==> config.mk <==
export PLATFORM = sky130hd
export DESIGN_NAME = motor_board_top
export DESIGN_NICKNAME = d
export VERILOG_FILES = /design/src/verilog/motor_board_pkg.sv /design/src/verilog/adc_feedback.sv /design/src/verilog/dac_cmd_regs.sv /design/src/verilog/host_arbiter.sv /design/src/verilog/motor_board_top.sv /design/src/verilog/safety_monitor.sv
export VERILOG_INCLUDE_DIRS = /design/src /design/src/verilog
export SDC_FILE = /design/constraint.sdc
export NUM_CORES = 1
export LEC_CHECK = 0
export BUFFER_PORTS_ARGS = -buffer_cell sky130_fd_sc_hd__buf_2
export CORE_UTILIZATION = 40
export DETAILED_ROUTE_END_ITERATION = 12
export MAX_ROUTING_LAYER = met4
export SYNTH_ARGS = -nofsm -noshare
export SYNTH_HDL_FRONTEND = slang
export SYNTH_SLANG_ARGS = --single-unit
==> constraint.sdc <==
create_clock -name sysclk -period 5.28 [get_ports sysclk]
set_input_delay 0.792 -clock sysclk [delete_from_list [all_inputs] [get_ports sysclk]]
set_output_delay 0.792 -clock sysclk [all_outputs]
set_load 0.01 [all_outputs]
==> src/verilog/motor_board_settings.svh <==
`ifndef MOTOR_BOARD_SETTINGS_SVH
`define MOTOR_BOARD_SETTINGS_SVH

// ----------------------------------------
// board geometry
// ----------------------------------------
`define MB_NUM_AXES         4           // axes 1..4, channel 0 is the board
`define MB_ADDR_W           16
`define MB_DATA_W           32
`define MB_SAMPLE_W         16          // dac command and adc sample width

// offset binary, so zero current sits at midscale
`define MB_MIDSCALE         16'h8000

// ----------------------------------------
// safety check
// ----------------------------------------
`define MB_SAFETY_MARGIN    16'h0100    // added to 2 x |cmd|
`define MB_SAFETY_COUNT     3           // consecutive over-limit samples to trip

// ----------------------------------------
// address map, chan in addr[7:4], offset in addr[3:0]
// ----------------------------------------
`define MB_OFF_ADC_DATA     4'd0
`define MB_OFF_DAC_CTRL     4'd1
`define MB_CHAN_BOARD       4'd0

`endif

==> src/verilog/motor_board_pkg.sv <==
`include "motor_board_settings.svh"

package motor_board_pkg;

    // host request, one per master
    typedef struct packed {
        logic                   wr;         // 1 = write
        logic [`MB_ADDR_W-1:0]  addr;
        logic [`MB_DATA_W-1:0]  wdata;
    } bus_req_t;

    // host response
    typedef struct packed {
        logic [`MB_DATA_W-1:0]  rdata;
        logic                   err;        // unmapped address
    } bus_rsp_t;

    // write broadcast to the register blocks, valid for one cycle
    typedef struct packed {
        logic                   en;
        logic [`MB_ADDR_W-1:0]  addr;
        logic [`MB_DATA_W-1:0]  data;
    } bus_wr_t;

    typedef struct packed {
        logic [2:0]             axis;       // 1..4 valid
        logic [`MB_SAMPLE_W-1:0] value;
    } adc_sample_t;

    // index 0 is axis 1
    typedef logic [`MB_NUM_AXES-1:0][`MB_SAMPLE_W-1:0] axis_words_t;

    typedef struct packed {
        logic                   update;     // one cycle strobe
        logic [2:0]             axis;
        logic [`MB_SAMPLE_W-1:0] mag;
    } mag_evt_t;

    typedef struct packed {
        logic [`MB_NUM_AXES-1:0] amp_en;     // enable after safety masking
        logic [`MB_NUM_AXES-1:0] safety_dis; // latched safety disables
    } board_status_t;

    // distance of an offset binary value from zero current
    function automatic logic [`MB_SAMPLE_W-1:0] mid_dist(input logic [`MB_SAMPLE_W-1:0] v);
        logic [`MB_SAMPLE_W-1:0] d;
        if (v >= `MB_MIDSCALE)
            d = v - `MB_MIDSCALE;
        else
            d = `MB_MIDSCALE - v;
        return d;
    endfunction

endpackage

==> src/verilog/adc_feedback.sv <==
`timescale 1ns/1ps

`include "motor_board_settings.svh"

module adc_feedback import motor_board_pkg::*; (
    input  logic        sysclk,
    input  logic        arst_n,
    input  adc_sample_t sample,
    input  logic        sample_valid,   // converter cannot stall, no ready
    output axis_words_t fb,
    output mag_evt_t    mag_evt
);
    localparam int AX_W = $clog2(`MB_NUM_AXES);

    logic                    hit;
    logic [AX_W-1:0]         ax;
    logic                    new_q;     // fb just updated
    logic [AX_W-1:0]         new_ax_q;
    logic                    evt_q;
    logic [2:0]              evt_ax_q;
    logic [`MB_SAMPLE_W-1:0] evt_mag_q;

    // axis 0 and 5..7 dropped
    assign hit = sample_valid && (sample.axis != 3'd0) && (sample.axis <= 3'(`MB_NUM_AXES));
    assign ax  = AX_W'(sample.axis - 3'd1);

    // ----------------------------------------
    // stage 1, capture
    // ----------------------------------------
    always_ff @(posedge sysclk or negedge arst_n) begin
        if (!arst_n) begin
            new_q <= 1'b0;
            for (int i = 0; i < `MB_NUM_AXES; i++)
                fb[i] <= `MB_MIDSCALE;
        end else begin
            new_q <= hit;
            if (hit)
                fb[ax] <= sample.value;
        end
    end

    always_ff @(posedge sysclk)
        if (hit)
            new_ax_q <= ax;

    // stage 2, magnitude event one cycle after capture
    always_ff @(posedge sysclk or negedge arst_n) begin
        if (!arst_n)
            evt_q <= 1'b0;
        else
            evt_q <= new_q;
    end

    always_ff @(posedge sysclk) begin
        evt_ax_q  <= 3'(new_ax_q) + 3'd1;   // back to axis number
        evt_mag_q <= mid_dist(fb[new_ax_q]);
    end

    assign mag_evt = '{update: evt_q, axis: evt_ax_q, mag: evt_mag_q};

endmodule

==> src/verilog/dac_cmd_regs.sv <==
`timescale 1ns/1ps

`include "motor_board_settings.svh"

module dac_cmd_regs import motor_board_pkg::*; (
    input  logic        sysclk,
    input  logic        arst_n,
    input  bus_wr_t     bus_wr,
    output axis_words_t cmd,        // current command per axis
    output axis_words_t cmd_mag     // |cmd - midscale|, one cycle behind
);
    logic [`MB_NUM_AXES-1:0] wr_hit;
    logic                    page0;

    // ----------------------------------------
    // write decode, offset 1 on chan 1..4
    // ----------------------------------------
    assign page0 = (bus_wr.addr[`MB_ADDR_W-1:8] == '0);

    always_comb begin
        for (int i = 0; i < `MB_NUM_AXES; i++) begin
            wr_hit[i] = bus_wr.en && page0
                        && (bus_wr.addr[7:4] == 4'(i + 1))
                        && (bus_wr.addr[3:0] == `MB_OFF_DAC_CTRL);
        end
    end

    // command registers, zero current out of reset
    always_ff @(posedge sysclk or negedge arst_n) begin
        if (!arst_n) begin
            for (int i = 0; i < `MB_NUM_AXES; i++)
                cmd[i] <= `MB_MIDSCALE;
        end else begin
            for (int i = 0; i < `MB_NUM_AXES; i++) begin
                if (wr_hit[i])
                    cmd[i] <= bus_wr.data[`MB_SAMPLE_W-1:0];    // low half only
            end
        end
    end

    // ----------------------------------------
    // magnitude for the safety check
    // ----------------------------------------
    always_ff @(posedge sysclk or negedge arst_n) begin
        if (!arst_n) begin
            cmd_mag <= '0;      // matches midscale command
        end else begin
            for (int i = 0; i < `MB_NUM_AXES; i++)
                cmd_mag[i] <= mid_dist(cmd[i]);
        end
    end

endmodule

==> src/verilog/host_arbiter.sv <==
`timescale 1ns/1ps

`include "motor_board_settings.svh"

module host_arbiter import motor_board_pkg::*; (
    input  logic          sysclk,
    input  logic          arst_n,
    // firewire master
    input  bus_req_t      fw_req,
    input  logic          fw_req_valid,
    output logic          fw_req_ready,
    output bus_rsp_t      fw_rsp,
    output logic          fw_rsp_valid,
    input  logic          fw_rsp_ready,
    // ethernet master
    input  bus_req_t      eth_req,
    input  logic          eth_req_valid,
    output logic          eth_req_ready,
    output bus_rsp_t      eth_rsp,
    output logic          eth_rsp_valid,
    input  logic          eth_rsp_ready,
    // register side
    output bus_wr_t       bus_wr,
    input  axis_words_t   cmd,
    input  axis_words_t   fb,
    input  board_status_t status
);
    localparam int AX_W = $clog2(`MB_NUM_AXES);

    logic            idle;
    logic            eth_go;
    logic            fw_go;
    logic            exec_q;        // granted request sits on the bus
    logic            exec_eth_q;    // owner of the granted request
    bus_req_t        req_q;
    logic            rsp_pend_q;
    logic            rsp_eth_q;
    bus_rsp_t        rsp_q;
    bus_rsp_t        rsp_d;
    logic            rsp_fire;
    logic [3:0]      chan;
    logic [3:0]      off;
    logic [AX_W-1:0] ax;
    logic            axis_hit;
    logic            board_hit;

    // ----------------------------------------
    // grant, eth wins a tie
    // ----------------------------------------
    assign idle          = ~exec_q & ~rsp_pend_q;    // one transaction at a time
    assign eth_req_ready = idle;
    assign fw_req_ready  = idle & ~eth_req_valid;
    assign eth_go        = eth_req_valid & eth_req_ready;
    assign fw_go         = fw_req_valid & fw_req_ready;

    always_ff @(posedge sysclk or negedge arst_n) begin
        if (!arst_n) begin
            exec_q     <= 1'b0;
            exec_eth_q <= 1'b0;
        end else begin
            exec_q <= eth_go | fw_go;   // exactly one cycle, idle drops meanwhile
            if (eth_go | fw_go)
                exec_eth_q <= eth_go;
        end
    end

    always_ff @(posedge sysclk) begin
        if (eth_go)
            req_q <= eth_req;
        else if (fw_go)
            req_q <= fw_req;
    end

    // write broadcast lands at the edge after the grant
    assign bus_wr = '{en: exec_q & req_q.wr, addr: req_q.addr, data: req_q.wdata};

    // ----------------------------------------
    // read decode
    // ----------------------------------------
    assign chan      = req_q.addr[7:4];
    assign off       = req_q.addr[3:0];
    assign ax        = AX_W'(chan - 4'd1);   // chan 1 is index 0
    assign axis_hit  = (req_q.addr[`MB_ADDR_W-1:8] == '0) && (chan != `MB_CHAN_BOARD)
                       && (chan <= 4'(`MB_NUM_AXES));
    assign board_hit = (req_q.addr[`MB_ADDR_W-1:8] == '0) && (chan == `MB_CHAN_BOARD);

    always_comb begin
        rsp_d = '{rdata: '0, err: 1'b1};   // default is unmapped
        if (axis_hit && off == `MB_OFF_ADC_DATA) begin
            rsp_d.rdata[`MB_SAMPLE_W-1:0] = fb[ax];     // current feedback, low half
            rsp_d.err = 1'b0;
        end else if (axis_hit && off == `MB_OFF_DAC_CTRL) begin
            rsp_d.rdata[`MB_SAMPLE_W-1:0] = cmd[ax];
            rsp_d.err = 1'b0;
        end else if (board_hit && off == `MB_OFF_ADC_DATA) begin
            rsp_d.rdata[`MB_NUM_AXES-1:0] = status.amp_en;
            rsp_d.rdata[8 +: `MB_NUM_AXES] = status.safety_dis;
            rsp_d.err = 1'b0;
        end
        if (req_q.wr)
            rsp_d.rdata = '0;   // write ack carries no data
    end

    // ----------------------------------------
    // response hold until accepted
    // ----------------------------------------
    assign rsp_fire = (fw_rsp_valid & fw_rsp_ready) | (eth_rsp_valid & eth_rsp_ready);

    always_ff @(posedge sysclk or negedge arst_n) begin
        if (!arst_n) begin
            rsp_pend_q <= 1'b0;
            rsp_eth_q  <= 1'b0;
        end else if (exec_q) begin
            rsp_pend_q <= 1'b1;
            rsp_eth_q  <= exec_eth_q;
        end else if (rsp_fire) begin
            rsp_pend_q <= 1'b0;
        end
    end

    always_ff @(posedge sysclk) begin
        if (exec_q)
            rsp_q <= rsp_d;     // read data taken here
    end

    assign fw_rsp        = rsp_q;
    assign eth_rsp       = rsp_q;
    assign fw_rsp_valid  = rsp_pend_q & ~rsp_eth_q;
    assign eth_rsp_valid = rsp_pend_q & rsp_eth_q;

endmodule

==> src/verilog/motor_board_top.sv <==
`timescale 1ns/1ps

`include "motor_board_settings.svh"

module motor_board_top import motor_board_pkg::*; (
    input  logic                    sysclk,
    input  logic                    arst_n,
    // firewire master
    input  bus_req_t                fw_req,
    input  logic                    fw_req_valid,
    output logic                    fw_req_ready,
    output bus_rsp_t                fw_rsp,
    output logic                    fw_rsp_valid,
    input  logic                    fw_rsp_ready,
    // ethernet master
    input  bus_req_t                eth_req,
    input  logic                    eth_req_valid,
    output logic                    eth_req_ready,
    output bus_rsp_t                eth_rsp,
    output logic                    eth_rsp_valid,
    input  logic                    eth_rsp_ready,
    // adc stream and amplifier enables
    input  adc_sample_t             sample,
    input  logic                    sample_valid,
    output logic [`MB_NUM_AXES-1:0] amp_enable
);
    bus_wr_t       bus_wr;     // write broadcast
    axis_words_t   cmd;
    axis_words_t   cmd_mag;
    axis_words_t   fb;
    mag_evt_t      mag_evt;
    board_status_t status;     // channel 0 word

    // ----------------------------------------
    // register bus
    // ----------------------------------------
    host_arbiter u_arb (
        .sysclk, .arst_n,
        .fw_req, .fw_req_valid, .fw_req_ready,
        .fw_rsp, .fw_rsp_valid, .fw_rsp_ready,
        .eth_req, .eth_req_valid, .eth_req_ready,
        .eth_rsp, .eth_rsp_valid, .eth_rsp_ready,
        .bus_wr, .cmd, .fb, .status
    );

    // command and feedback side by side
    dac_cmd_regs u_dac (.sysclk, .arst_n, .bus_wr, .cmd, .cmd_mag);

    adc_feedback u_adc (.sysclk, .arst_n, .sample, .sample_valid, .fb, .mag_evt);

    // ----------------------------------------
    // safety check, combines both magnitudes
    // ----------------------------------------
    safety_monitor u_safety (
        .sysclk, .arst_n, .bus_wr, .cmd_mag, .mag_evt,
        .status, .amp_enable
    );

endmodule

==> src/verilog/safety_monitor.sv <==
`timescale 1ns/1ps

`include "motor_board_settings.svh"

module safety_monitor import motor_board_pkg::*; (
    input  logic                    sysclk,
    input  logic                    arst_n,
    input  bus_wr_t                 bus_wr,
    input  axis_words_t             cmd_mag,
    input  mag_evt_t                mag_evt,
    output board_status_t           status,
    output logic [`MB_NUM_AXES-1:0] amp_enable
);
    localparam int AX_W  = $clog2(`MB_NUM_AXES);
    localparam int CNT_W = $clog2(`MB_SAFETY_COUNT + 1);
    localparam logic [CNT_W-1:0] CNT_LIMIT = CNT_W'(`MB_SAFETY_COUNT);

    logic [`MB_NUM_AXES-1:0] en_q;      // amp enable register, chan 0 offset 0
    logic [`MB_NUM_AXES-1:0] dis_q;     // latched safety disables
    logic [CNT_W-1:0]        cnt_q [`MB_NUM_AXES];
    logic                    en_wr;
    logic [AX_W-1:0]         upd_ax;
    logic [`MB_SAMPLE_W+1:0] limit;     // 2 extra bits for 2x + margin
    logic                    over;

    assign en_wr = bus_wr.en && (bus_wr.addr[`MB_ADDR_W-1:8] == '0)
                   && (bus_wr.addr[7:4] == `MB_CHAN_BOARD)
                   && (bus_wr.addr[3:0] == `MB_OFF_ADC_DATA);

    // ----------------------------------------
    // limit check for the axis in the event
    // ----------------------------------------
    assign upd_ax = AX_W'(mag_evt.axis - 3'd1);
    assign limit  = ({2'b00, cmd_mag[upd_ax]} << 1) + {2'b00, `MB_SAFETY_MARGIN};
    assign over   = {2'b00, mag_evt.mag} > limit;  // fb too large for cmd

    always_ff @(posedge sysclk or negedge arst_n) begin
        if (!arst_n) begin
            en_q  <= '0;
            dis_q <= '0;
            for (int i = 0; i < `MB_NUM_AXES; i++)
                cnt_q[i] <= '0;
        end else begin
            if (en_wr)
                en_q <= bus_wr.data[`MB_NUM_AXES-1:0];
            for (int i = 0; i < `MB_NUM_AXES; i++) begin
                if (en_wr && bus_wr.data[i]) begin
                    dis_q[i] <= 1'b0;     // re-enable clears the trip
                    cnt_q[i] <= '0;
                end else if (mag_evt.update && upd_ax == AX_W'(i)) begin
                    if (over) begin
                        if (cnt_q[i] != CNT_LIMIT)
                            cnt_q[i] <= cnt_q[i] + 1'b1;   // saturates
                        if (cnt_q[i] == CNT_LIMIT - 1'b1)
                            dis_q[i] <= 1'b1;              // limit reached
                    end else begin
                        cnt_q[i] <= '0;   // streak broken
                    end
                end
            end
        end
    end

    // ----------------------------------------
    // outputs
    // ----------------------------------------
    assign amp_enable = en_q & ~dis_q;
    assign status     = '{amp_en: amp_enable, safety_dis: dis_q};

endmodule
==> results summary <==
The post-route non-filler standard cell count is 1702. TritonCTS built the clock tree. The average routed wire per standard cell is 19.3 µm. The clock skew is about 9.3 ps. The standard cell area after detailed placement is 15200 µm². The number of port buffers is 133. The commonest cells after synthesis are dfrtp_1 (206), mux2_2 (159), nor2_1 (98). The global-route total usage across every layer is 19.3%. The shortest clock period the worst path allows after layout is roughly 3700 ps. Wires add up to 32.9 mm. The CTS sink count came out at 284. In the post-synthesis netlist, the biggest area contributors are dfrtp_1 (36%), mux2_2 (12%), edfxtp_1 (11%), mux4_2 (9.6%), ha_1 (3.7%). The clock reaches the later pin of the worst-skew pair after around 550 ps. The clock-pin slew of the registers on the worst-case setup and hold paths is 60 ps. The count of nets after finishing is 1387.

The count of instances resized after the clock tree is built is 0. The cell total after placement came out at between 1500 and 2000. The sum of net half-perimeters after detailed placement came out at 23.9 mm. Setup repair after global routing left no endpoint under its margin. Of all flip-flops after synthesis, the portion carrying an async set or reset was between 70% and 80%. The final hold violation count is 0.

The final setup violation count is 0. Summing all flip-flop and latch instances after layout gives 7290 µm². Routability-driven placement finished with a final weighted congestion of ~0.80. Total power for the finished layout comes to 6.66 mW. The area of all placed cells without fillers is ~16000 µm². The final period utilization came out at 70.7%. The number of global-route vias before repair is approximately 9200. The largest fanout of any net on the critical path came out at 10. The final count of pins violating max slew is 0. The level count of the clock H-tree came out at 1.

The simple-gate area share of the yosys netlist is around 8%. The most congested layer reported by global routing is met2. The multi-input combinational cells in the finished layout cover a total of between 6000 and 7000 µm².

The path class of the tightest hold or removal check is in -> async. After floorplanning, the core was divided into 69 placement rows. The sequential element share of the synthesized area is between 50% and 60%. Of the total synthesized cell area, the portion taken by XOR and XNOR cells is 4.51%. The flow ran to the end, and the final reports show no timing, DRC or antenna violations.

The largest voltage drop on the vdd net is 0.000275 V. At the pin with the least slew margin, the transition time is 1200 ps. The synthesis-stage register bit count is 284. The filler cell count in the final layout is 3246.

Summing the areas of all fa, ha and maj instances in the mapped netlist gives 3.66% of the synthesized area. The average cell area after synthesis is 13.0 µm². The required arrival time at the worst endpoint came out at around 5700 ps. The number of enable-type register cells in the synthesized netlist came out at 52.

The gate count after technology mapping came out at 1109. Derived from the worst setup path, the maximum achievable clock frequency is ~270 MHz. The largest family of logic cells by synthesized area is multiplexers.

The number of buffers inserted by post-CTS setup repair came out at 0. The clock tree buffer depth came out at 3. The layout overhead on the synthesized area came out at 13.0%. The layout cell share with drive strength beyond 1 came out at 34.8%. The chip width came out at ~190 µm. The power density of the placed cells is 410 nW/µm². The biggest area contributor in the post-synthesis netlist is dfrtp_1. The number of max-capacitance violations reported came out at 0. The leakage power of the design is 7.47 nW. The leading cell type by number of instances after synthesis is dfrtp_1. The number of antenna violations at the first check in global routing is 1. The sum of negative setup slack is 0 ps. The kind of launch point of the worst setup path is a flop.

Measured against the total synthesized area, the mux share comes to 23.7%. The total iterations of the first detailed-routing run is 5. In the routed layout, each cell is associated on average with a via count of 5.23. The arrival time reported for the critical path endpoint is between 4000 and 5000 ps. The die is 192 µm tall. The total overflow left after global routing is 0. The first global-routing pass estimated 52.3 mm of wire. For met1 alone, demand over resource in global routing was 26.4%. The core footprint is around 35000 µm². The cell sitting at the root of the clock tree is a clkbuf_16. After synthesis the cells add up to 14400 µm². The post-detailed-route DRC marker count came out at 0.

The met3 global-route usage came out at 2.74%. The count of synthesis-stage warnings from yosys is 0. After clock tree synthesis, the flow added hold-fix buffers numbering 0.

The largest net degree at the start of global routing is 130. After the first detailed-routing iteration, the DRC count stood at 441. The fraction of met2 tracks used by global routing came out at 30.2%. The number of clock buffers added by TritonCTS is 31.

In this run the tightest slew margin relative to its limit is 19.9%. The distinct cell type count after synthesis is 58. The area share of the largest cell type after synthesis came out at 35.9%. The number of nets with antenna violations after detailed routing came out at 0. In the synthesized netlist the dominant register cell turns out to be dfrtp_1. The die outline area came out at approximately 37000 µm². The synthesized netlist devotes 4.17% of its cell area to compound gates. The via total after detailed routing is 8896. 198 I/O pins were placed. The critical path in this run is classified as reg -> reg. The initial utilization of the core area, before any placement, comes to between 40% and 50%. The worst setup path is captured at a flop.
## worst max-delay path, cell delays in order, from the launching register on
cell	delay [ps]
dfxtp_1	350
inv_1	70
ha_1	610
mux4_2	440
ha_1	280
nand2_1	90
xor2_1	60
ha_1	310
nand4_1	120
nor2_1	240
a221oi_1	120
a21oi_1	500
o21ai_2	270
a21oi_1	190
## placed cells by master, fill, tap and decap left out, drive strengths merged, types with 11 or more instances in the layout
master,instances
nand2,42
xnor2,20
nor3,24
a21oi,39
edfxtp,52
nor2,98
nor4,11
dfxtp,18
dfrtp,206
o21ai,23
mux2,159
ha,42
mux4,64
buf,143
xor2,54
mux2i,17
inv,44
conb,32
and2,15
clkbuf,38
## cell families after synthesis
kind of cell / Yosys count
muxes: 240
AOI/OAI and AO/OA: 95
adders and majority gates: 42
buffers and inverters: 140
xor gates and xnor gates: 74
DFF: 284
other: 1
and+or+nand+nor: 233
## metrics by stage
stage / hold slack, ps / util [%] / setup WS (ps)
5_1_grt: 323 / 45.8 / 1250
4_1_cts: 314 / 45.8 / 1520
3_5_place_dp: 466 / 42.9 / 1550
2_1_floorplan: 331 / - / 1700
3_3_place_gp: 462 / 42.9 / 1580
6_report: 252 / 45.8 / 1550
## power by group
part / internal [mW] / switching [mW] / leakage (nW)
Combinational: 0.757 / 0.790 / 3.53
Sequential: 2.65 / 0.285 / 3.45
Clock: 1.31 / 0.864 / 0.488
Total: 4.72 / 1.94 / 7.47
## final timing paths
| check | slack (ps) | from | to | cells after the start |
|---|---|---|---|---|
| min in group sysclk | 480 | u_arb.exec_eth_q | u_arb.exec_eth_q | 1 |
| max | 1550 | u_adc.evt_ax_q[1] | u_safety.cnt_q[2] | 13 |
| min | 250 | arst_n | u_dac.cmd[59] | 1 |
| min reg2reg | 480 | u_arb.exec_eth_q | u_arb.exec_eth_q | 1 |
| max reg2reg | 1550 | u_adc.evt_ax_q[1] | u_safety.cnt_q[2] | 13 |
| max in group asynchronous | 3890 | arst_n | u_adc.fb[37] | 2 |
## flip-flops by register name, summed over array words and instances, names as in the netlist, 2 cells and up
register,cells
u_dac.cmd,64
u_adc.evt_ax_q,2
u_safety.cnt_q,8
u_adc.evt_mag_q,16
u_safety.en_q,4
u_dac.cmd_mag,64
u_arb.eth_rsp,17
u_arb.bus_wr,32
u_adc.fb,64
u_safety.dis_q,4
u_adc.new_ax_q,2
## final cells by class
class	count	share of cell area, %
antenna	1	0.0154
clock inverter	15	1.33
timing repair buffer	144	4.74
inverter	44	1.02
multi-input combinational	716	39.6
sequential	284	44.9
clock buffer	37	4.91
tap	461	3.55
## metal layers
metal | up-vias | routed length, µm
met1 | 4495 | 15200
met4 | 0 | 802
met2 | 233 | 15400
met3 | 46 | 1460
met5 | - | 0
li1 | 4122 | -
(Power assumes the default switching activity.)
